`src/hw/uart_pkg.sv`:
```
package uart_pkg;

  localparam int clks_per_bit = 10;  // One serial bit lasts this many clocks
  localparam int half_bit     = clks_per_bit / 2;
  localparam int tick_cnt_w   = $clog2(clks_per_bit);
  localparam int data_bits    = 8;

  localparam int err_parity   = 0;  // Index of the parity error flag
  localparam int err_frame    = 1;  // Index of the stop-bit error flag

  typedef logic [3:0]           bit_count_t;
  typedef logic [data_bits-1:0] uart_byte_t;
  typedef logic [1:0]           uart_err_t;

  typedef enum logic [2:0] {
    rx_idle,
    rx_start,
    rx_data,
    rx_parity,
    rx_stop
  } rx_state_t;

  typedef enum logic [2:0] {
    tx_idle,
    tx_start,
    tx_data,
    tx_parity,
    tx_stop
  } tx_state_t;

endpackage

```
`src/hw/uart_rx_frame_if.sv`:
```
`timescale 1ns/1ps

interface uart_rx_frame_if import uart_pkg::*; ();

  logic       frame_valid;  // One-cycle strobe that marks the payload valid
  uart_byte_t data;
  logic       parity_bit;
  logic       stop_bit;

  modport receiver (
    output frame_valid,
    output data,
    output parity_bit,
    output stop_bit
  );

  modport frame_check (
    input frame_valid,
    input data,
    input parity_bit,
    input stop_bit
  );

endinterface

```
`src/hw/uart_bit_timer.sv`:
```
`timescale 1ns/1ps

module uart_bit_timer import uart_pkg::*; (
  input  logic clk,
  input  logic rst_n,
  input  logic restart,
  output logic mid_tick,
  output logic end_tick
);

  logic [tick_cnt_w-1:0] count;

  always_ff @(posedge clk or negedge rst_n) begin
    if (!rst_n) begin
      count <= '0;
    end else if (restart || end_tick) begin
      count <= '0;  // Restart wins so the owner can realign to a new bit edge
    end else begin
      count <= count + 1'b1;
    end
  end

  // Count is zero in the first cycle after restart
  assign mid_tick = (count == tick_cnt_w'(half_bit - 1));
  assign end_tick = (count == tick_cnt_w'(clks_per_bit - 1));

endmodule

```
`src/hw/uart_comm.sv`:
```
`timescale 1ns/1ps

module uart_comm import uart_pkg::*; (
  input  logic       clk,
  input  logic       rst_n,
  input  logic       rx,
  input  logic       recv_en,
  output uart_byte_t recv_data,
  output logic       recv_valid,
  output uart_err_t  recv_error,
  input  logic       send_en,
  input  uart_byte_t send_data,
  output logic       send_done,
  output logic       tx
);

  uart_rx_frame_if frame_if ();  // Raw frame from receiver to checker

  uart_receiver u_receiver (
    .clk     (clk),
    .rst_n   (rst_n),
    .rx      (rx),
    .recv_en (recv_en),
    .frame   (frame_if.receiver)
  );

  uart_frame_checker u_frame_checker (
    .clk        (clk),
    .rst_n      (rst_n),
    .frame      (frame_if.frame_check),
    .recv_data  (recv_data),
    .recv_valid (recv_valid),
    .recv_error (recv_error)
  );

  uart_transmitter u_transmitter (
    .clk       (clk),
    .rst_n     (rst_n),
    .send_en   (send_en),
    .send_data (send_data),
    .tx        (tx),
    .send_done (send_done)
  );

endmodule

```
`src/hw/uart_frame_checker.sv`:
```
`timescale 1ns/1ps

module uart_frame_checker import uart_pkg::*; (
  input  logic                 clk,
  input  logic                 rst_n,
  uart_rx_frame_if.frame_check frame,
  output uart_byte_t           recv_data,
  output logic                 recv_valid,
  output uart_err_t            recv_error
);

  logic parity_err;
  logic frame_err;

  // Even parity means data and parity bit together hold an even number of ones
  assign parity_err = ^{frame.data, frame.parity_bit};
  assign frame_err  = ~frame.stop_bit;

  always_ff @(posedge clk or negedge rst_n) begin
    if (!rst_n) begin
      recv_valid <= 1'b0;
      recv_data  <= '0;
      recv_error <= '0;
    end else begin
      recv_valid <= frame.frame_valid;
      if (frame.frame_valid) begin
        recv_data              <= frame.data;  // Published even with errors
        recv_error[err_parity] <= parity_err;
        recv_error[err_frame]  <= frame_err;
      end
    end
  end

endmodule

```
`src/hw/uart_receiver.sv`:
```
`timescale 1ns/1ps

module uart_receiver import uart_pkg::*; (
  input  logic              clk,
  input  logic              rst_n,
  input  logic              rx,
  input  logic              recv_en,
  uart_rx_frame_if.receiver frame
);

  rx_state_t  state;
  bit_count_t bit_cnt;
  uart_byte_t shift_reg;
  logic       rx_meta;
  logic       rx_sync;
  logic       rx_sync_d;
  logic       start_edge;
  logic       timer_restart;
  logic       mid_tick;

  uart_bit_timer u_bit_timer (
    .clk      (clk),
    .rst_n    (rst_n),
    .restart  (timer_restart),
    .mid_tick (mid_tick),
    .end_tick ()
  );

  // Line idles high, so the flops come out of reset high as well
  always_ff @(posedge clk or negedge rst_n) begin
    if (!rst_n) begin
      rx_meta   <= 1'b1;
      rx_sync   <= 1'b1;
      rx_sync_d <= 1'b1;
    end else begin
      rx_meta   <= rx;
      rx_sync   <= rx_meta;
      rx_sync_d <= rx_sync;
    end
  end

  assign start_edge    = rx_sync_d & ~rx_sync;
  assign timer_restart = (state == rx_idle) && recv_en && start_edge;

  always_ff @(posedge clk or negedge rst_n) begin
    if (!rst_n) begin
      state             <= rx_idle;
      bit_cnt           <= '0;
      frame.frame_valid <= 1'b0;
    end else begin
      frame.frame_valid <= 1'b0;
      case (state)
        rx_idle: begin
          if (timer_restart) begin
            state <= rx_start;
          end
        end
        rx_start: begin
          if (mid_tick) begin
            bit_cnt <= '0;
            if (rx_sync) begin
              state <= rx_idle;  // Glitch on the line, not a real start bit
            end else begin
              state <= rx_data;
            end
          end
        end
        rx_data: begin
          if (mid_tick) begin
            bit_cnt <= bit_cnt + 1'b1;
            if (bit_cnt == bit_count_t'(data_bits - 1)) begin
              state <= rx_parity;
            end
          end
        end
        rx_parity: begin
          if (mid_tick) begin
            state <= rx_stop;
          end
        end
        rx_stop: begin
          if (mid_tick) begin
            frame.frame_valid <= 1'b1;
            state             <= rx_idle;
          end
        end
        default: state <= rx_idle;
      endcase
    end
  end

  always_ff @(posedge clk) begin
    if (mid_tick) begin
      case (state)
        rx_data:   shift_reg <= {rx_sync, shift_reg[data_bits-1:1]};  // LSB arrives first
        rx_parity: frame.parity_bit <= rx_sync;
        rx_stop:   frame.stop_bit <= rx_sync;
        default:   ;
      endcase
    end
  end

  assign frame.data = shift_reg;

endmodule

```
`src/hw/uart_transmitter.sv`:
```
`timescale 1ns/1ps

module uart_transmitter import uart_pkg::*; (
  input  logic       clk,
  input  logic       rst_n,
  input  logic       send_en,
  input  uart_byte_t send_data,
  output logic       tx,
  output logic       send_done
);

  tx_state_t  state;
  bit_count_t bit_cnt;
  uart_byte_t shift_reg;
  logic       parity;
  logic       load;
  logic       last_bit;
  logic       shift_out;
  logic       end_tick;

  uart_bit_timer u_bit_timer (
    .clk      (clk),
    .rst_n    (rst_n),
    .restart  (load),
    .mid_tick (),
    .end_tick (end_tick)
  );

  assign send_done = (state == tx_stop) && end_tick;  // Last cycle of the stop bit
  // A new frame may follow the stop bit without an idle gap
  assign load      = send_en && ((state == tx_idle) || send_done);
  assign last_bit  = (bit_cnt == bit_count_t'(data_bits - 1));
  assign shift_out = end_tick && ((state == tx_start) || ((state == tx_data) && !last_bit));

  always_ff @(posedge clk or negedge rst_n) begin
    if (!rst_n) begin
      state   <= tx_idle;
      bit_cnt <= '0;
      tx      <= 1'b1;
    end else begin
      case (state)
        tx_idle: begin
          tx <= 1'b1;
          if (load) begin
            state <= tx_start;
            tx    <= 1'b0;
          end
        end
        tx_start: begin
          if (end_tick) begin
            state   <= tx_data;
            bit_cnt <= '0;
            tx      <= shift_reg[0];
          end
        end
        tx_data: begin
          if (end_tick) begin
            if (last_bit) begin
              state <= tx_parity;
              tx    <= parity;
            end else begin
              bit_cnt <= bit_cnt + 1'b1;
              tx      <= shift_reg[0];
            end
          end
        end
        tx_parity: begin
          if (end_tick) begin
            state <= tx_stop;
            tx    <= 1'b1;
          end
        end
        tx_stop: begin
          if (load) begin
            state <= tx_start;
            tx    <= 1'b0;
          end else if (end_tick) begin
            state <= tx_idle;
          end
        end
        default: state <= tx_idle;
      endcase
    end
  end

  // Parity accumulates each bit as it leaves the shift register
  always_ff @(posedge clk) begin
    if (load) begin
      shift_reg <= send_data;
      parity    <= 1'b0;
    end else if (shift_out) begin
      shift_reg <= shift_reg >> 1;
      parity    <= parity ^ shift_reg[0];
    end
  end

endmodule

```
`config.mk`:
```
export PLATFORM = sky130hd
export DESIGN_NAME = uart_comm
export DESIGN_NICKNAME = d
export VERILOG_FILES = /design/src/hw/uart_pkg.sv /design/src/hw/uart_rx_frame_if.sv /design/src/hw/uart_bit_timer.sv /design/src/hw/uart_comm.sv /design/src/hw/uart_frame_checker.sv /design/src/hw/uart_receiver.sv /design/src/hw/uart_transmitter.sv
export SDC_FILE = /design/constraint.sdc
export NUM_CORES = 1
export LEC_CHECK = 0
export BUFFER_PORTS_ARGS = -buffer_cell sky130_fd_sc_hd__buf_2
export CAP_MARGIN = 0
export CORE_MARGIN = 4
export CORE_UTILIZATION = 59
export DETAILED_ROUTE_END_ITERATION = 8
export PLACE_DENSITY = 0.87
export SLEW_MARGIN = 40
export SYNTH_ARGS = -nofsm -noshare
export SYNTH_HDL_FRONTEND = slang
export SYNTH_HIERARCHICAL = 1
export SYNTH_SLANG_ARGS = --single-unit
```
`constraint.sdc`:
```
create_clock -name clk -period 2.6 [get_ports clk]
set_input_delay 0.13 -clock clk [delete_from_list [all_inputs] [get_ports clk]]
set_output_delay 0.13 -clock clk [all_outputs]
set_load 0.05 [all_outputs]
```
==> metrics.txt <==
# TYPE chip_impl_metric gauge
chip_impl_metric{name="num-nets-final",unit=""} 282
chip_impl_metric{name="drtAntennaViolNets",unit=""} 0
chip_impl_info{name="timing.critical_path.from_type",value="register"} 1
chip_impl_metric{name="gpl.final_weighted_congestion",unit=""} 0.832
chip_impl_metric{name="place_inst",unit=""} 300
chip_impl_metric{name="synth_area",unit="um^2"} 2760
chip_impl_metric{name="switching_share",unit="%"} 32.9
chip_impl_metric{name="htree_num_levels",unit=""} 3
chip_impl_metric{name="cell_leakage_power",unit="nW"} 1.38
chip_impl_metric{name="number_of_global_route_vias_before_repair",unit=""} 1832
chip_impl_metric{name="combPwrFrac",unit="%"} 25.8
chip_impl_metric{name="post_route_cells_drive_above_1_share",unit="%"} 25.6
chip_impl_metric{name="multi_input_comb_area",unit="um^2"} 1150
chip_impl_metric{name="final-setup-viol-count",unit=""} 0
chip_impl_info{name="critical_path.endpoint_type",value="register"} 1
chip_impl_metric{name="syn-num-nets",unit=""} 251
chip_impl_metric{name="initial_antenna_violation_count",unit=""} 0
chip_impl_metric{name="grt_start_max_net_pins",unit=""} 39
chip_impl_info{name="rsz_0062_raised_after_global_routing",value="no"} 1
chip_impl_metric{name="dp_hpwl",unit="mm"} 3.27
chip_impl_metric{name="fraction_of_power_consumed_by_sequential_logic",unit="%"} 44.7
chip_impl_info{name="min-delay-path-class",value="input port to register"} 1
chip_impl_metric{name="drc",unit=""} 0
chip_impl_metric{name="wire_per_inst",unit="um"} 15.1
chip_impl_metric{name="cts_made_buffers",unit=""} 9
chip_impl_metric{name="start_util",unit="%"} 62.2
chip_impl_metric{name="seq_area",unit="um^2"} 1520
chip_impl_metric{name="worst-r2r-setup-slack",unit="ns"} 0.40
chip_impl_metric{name="power.internal",unit="mW"} 2.04
chip_impl_metric{name="antenna_cells_inserted",unit=""} 0
chip_impl_metric{name="achievable-frequency",unit="GHz"} 0.455
chip_impl_metric{name="min_period",unit="ns"} 2.20
chip_impl_metric{name="floorplan.die.width",unit="um"} 76.4
chip_impl_info{name="cts-root-buf",value="sky130_fd_sc_hd__clkbuf_8"} 1
chip_impl_metric{name="final_cells",unit=""} 318
chip_impl_metric{name="maxCapViolations",unit=""} 0
chip_impl_info{name="cts_tree",value="yes"} 1
chip_impl_metric{name="global_route.usage.total",unit="%"} 17.9
chip_impl_metric{name="floorplan.die.height",unit="um"} 76.4
chip_impl_metric{name="syn_avg_cell_area",unit="um^2"} 12.0
chip_impl_metric{name="clk_transition_reported_paths",unit="ns"} 0.06
chip_impl_metric{name="yosysWarnings",unit=""} 6
chip_impl_metric{name="fp-row-count",unit=""} 24
chip_impl_metric{name="dieArea",unit="um^2"} 5840
chip_impl_info{name="run_status",value="finished clean"} 1
chip_impl_metric{name="floorplan.core_area",unit="um^2"} 4440
chip_impl_metric{name="first_pass_iters",unit=""} 5
chip_impl_metric{name="cp.required",unit="ns"} 2.59
chip_impl_metric{name="finalHoldViolCount",unit=""} 0
chip_impl_metric{name="ioPinCount",unit=""} 26
chip_impl_metric{name="global_route.overflow_total",unit=""} 0
chip_impl_metric{name="timing.critical_path.fanout_max",unit=""} 8
chip_impl_metric{name="p_sw",unit="mW"} 0.997
chip_impl_metric{name="drt_iter0_markers",unit=""} 111
chip_impl_metric{name="fin_skew",unit="ns"} 0.00742
chip_impl_metric{name="detail_route.wirelength",unit="mm"} 4.79
chip_impl_metric{name="aggregate_negative_setup_slack",unit="ns"} 0
chip_impl_metric{name="slew_headroom",unit="%"} 68.1
chip_impl_metric{name="layout-area-overhead-vs-synth",unit="%"} 14.2
chip_impl_metric{name="synthCells",unit=""} 230
chip_impl_metric{name="clock_path_buffers",unit=""} 2
chip_impl_metric{name="power_density",unit="nW/um^2"} 961
chip_impl_metric{name="port_buffers",unit=""} 25
chip_impl_metric{name="placed_area",unit="um^2"} 2910
chip_impl_metric{name="utilization",unit="%"} 71.0
chip_impl_metric{name="max-vdd-ir-drop",unit="uV"} 606
chip_impl_metric{name="fillerInstances",unit=""} 285
chip_impl_metric{name="power",unit="mW"} 3.03
chip_impl_metric{name="worstMarginPinSlew",unit="ns"} 0.478
chip_impl_info{name="crit_type",value="register to register"} 1
chip_impl_metric{name="post-route-period-util",unit="%"} 84.6
chip_impl_metric{name="fin_area",unit="um^2"} 3160
chip_impl_metric{name="grt_first_pass_wirelength",unit="mm"} 8.20
chip_impl_metric{name="worst_ep_arrival_time",unit="ns"} 2.19
chip_impl_metric{name="insertion_delay",unit="ns"} 0.33
chip_impl_metric{name="cts.sink_count",unit=""} 57
chip_impl_metric{name="drv_slew",unit=""} 0
chip_impl_metric{name="power_frac_clock",unit="%"} 29.6
chip_impl_metric{name="vias_per_cell",unit=""} 5.86
chip_impl_metric{name="vias_after_detailed_routing",unit=""} 1864
## cell usage in the layout, fill, tap and decap left out, types with 2 or more instances in the layout
cell / count
sky130_fd_sc_hd__a21oi_1: 9
sky130_fd_sc_hd__a22oi_1: 3
sky130_fd_sc_hd__a31oi_1: 3
sky130_fd_sc_hd__buf_2: 24
sky130_fd_sc_hd__buf_4: 3
sky130_fd_sc_hd__bufinv_16: 2
sky130_fd_sc_hd__clkbuf_8: 10
sky130_fd_sc_hd__clkinv_2: 2
sky130_fd_sc_hd__dfrtp_1: 34
sky130_fd_sc_hd__dfstp_2: 4
sky130_fd_sc_hd__dlygate4sd3_1: 2
sky130_fd_sc_hd__edfxtp_1: 18
sky130_fd_sc_hd__ha_1: 8
sky130_fd_sc_hd__inv_1: 11
sky130_fd_sc_hd__mux2_1: 4
sky130_fd_sc_hd__mux2_2: 14
sky130_fd_sc_hd__mux2i_1: 4
sky130_fd_sc_hd__nand2_1: 12
sky130_fd_sc_hd__nand2b_1: 4
sky130_fd_sc_hd__nand3_1: 7
sky130_fd_sc_hd__nand3b_1: 3
sky130_fd_sc_hd__nand4b_1: 3
sky130_fd_sc_hd__nor2_1: 11
sky130_fd_sc_hd__nor2b_1: 5
sky130_fd_sc_hd__nor3_1: 5
sky130_fd_sc_hd__nor3b_1: 4
sky130_fd_sc_hd__nor4_1: 4
sky130_fd_sc_hd__o211ai_1: 2
sky130_fd_sc_hd__o21ai_0: 7
sky130_fd_sc_hd__o21ai_1: 6
sky130_fd_sc_hd__o21ai_2: 2
sky130_fd_sc_hd__o21bai_1: 2
sky130_fd_sc_hd__or2b_1: 3
sky130_fd_sc_hd__or3b_1: 2
sky130_fd_sc_hd__xnor2_1: 5
## repair_timing
item	in CTS	in global routing
buffers inserted	0	0
hold endpoints to repair	35	0
hold buffers	2	0
resized for setup	0	0
## path summary, 6_finish.rpt
| kind | startpoint | to | depth (start not counted) |
|---|---|---|---|
| min in group asynchronous | rst_n | u_frame_checker/recv_data[3] | 2 |
| hold / removal | send_data[1] | u_transmitter/shift_reg[1] | 2 |
| max in group asynchronous | rst_n | u_receiver/rx_meta | 2 |
| hold reg to reg | u_receiver/rx_meta | u_receiver/rx_sync | 0 |
| setup reg to reg | u_transmitter/u_bit_timer/count[1] | u_transmitter/shift_reg[6] | 7 |
| setup / recovery | u_transmitter/u_bit_timer/count[1] | u_transmitter/shift_reg[6] | 7 |
## stage by stage
| step | worst slack, ns | hold slack [ns] |
|---|---|---|
| floorplan | 0.487 | -0.166 |
| global placement | 0.570 | 0.236 |
| detailed placement | 0.419 | 0.237 |
| CTS | 0.401 | 0.0657 |
| global route | 0.0965 | 0.0728 |
| finish | 0.400 | 0.0779 |
## final cells by class
class / count / share of cell area (%)
multi-input cells: 152 / 36.4
clock buffers: 10 / 4.36
inverters: 12 / 1.43
flip-flops and latches: 57 / 48.1
clock inverters: 6 / 2.58
repair buffers: 29 / 5.15
well taps: 52 / 2.06
## layer usage
| metal | track usage (%) | routed length [um] |
|---|---|---|
| met1 | 20.6 | 1990 |
| met5 | 0 | 0 |
| met2 | 30.1 | 2470 |
| met4 | 6.88 | 66 |
| met3 | 6.74 | 260 |
## power by group through the flow
stage | clock network, mW | registers (mW) | logic, mW
2_1_floorplan | 0 | 1.34 | 0.612
5_1_grt | 0.969 | 1.39 | 0.883
3_3_place_gp | 0 | 1.35 | 0.741
3_5_place_dp | 0 | 1.36 | 0.778
6_report | 0.896 | 1.36 | 0.781
4_1_cts | 0.918 | 1.35 | 0.783
## critical path, cell delays in order (launching register included)
cell and delay, ns:
sky130_fd_sc_hd__dfrtp_1 0.40, sky130_fd_sc_hd__inv_1 0.11, sky130_fd_sc_hd__ha_1 0.19, sky130_fd_sc_hd__nand2_1 0.08, sky130_fd_sc_hd__nor2_1 0.24, sky130_fd_sc_hd__nor2b_1 0.41
sky130_fd_sc_hd__nand2_1 0.13, sky130_fd_sc_hd__nand2_1 0.31
Note: power is estimated with default switching activity, not from simulation.
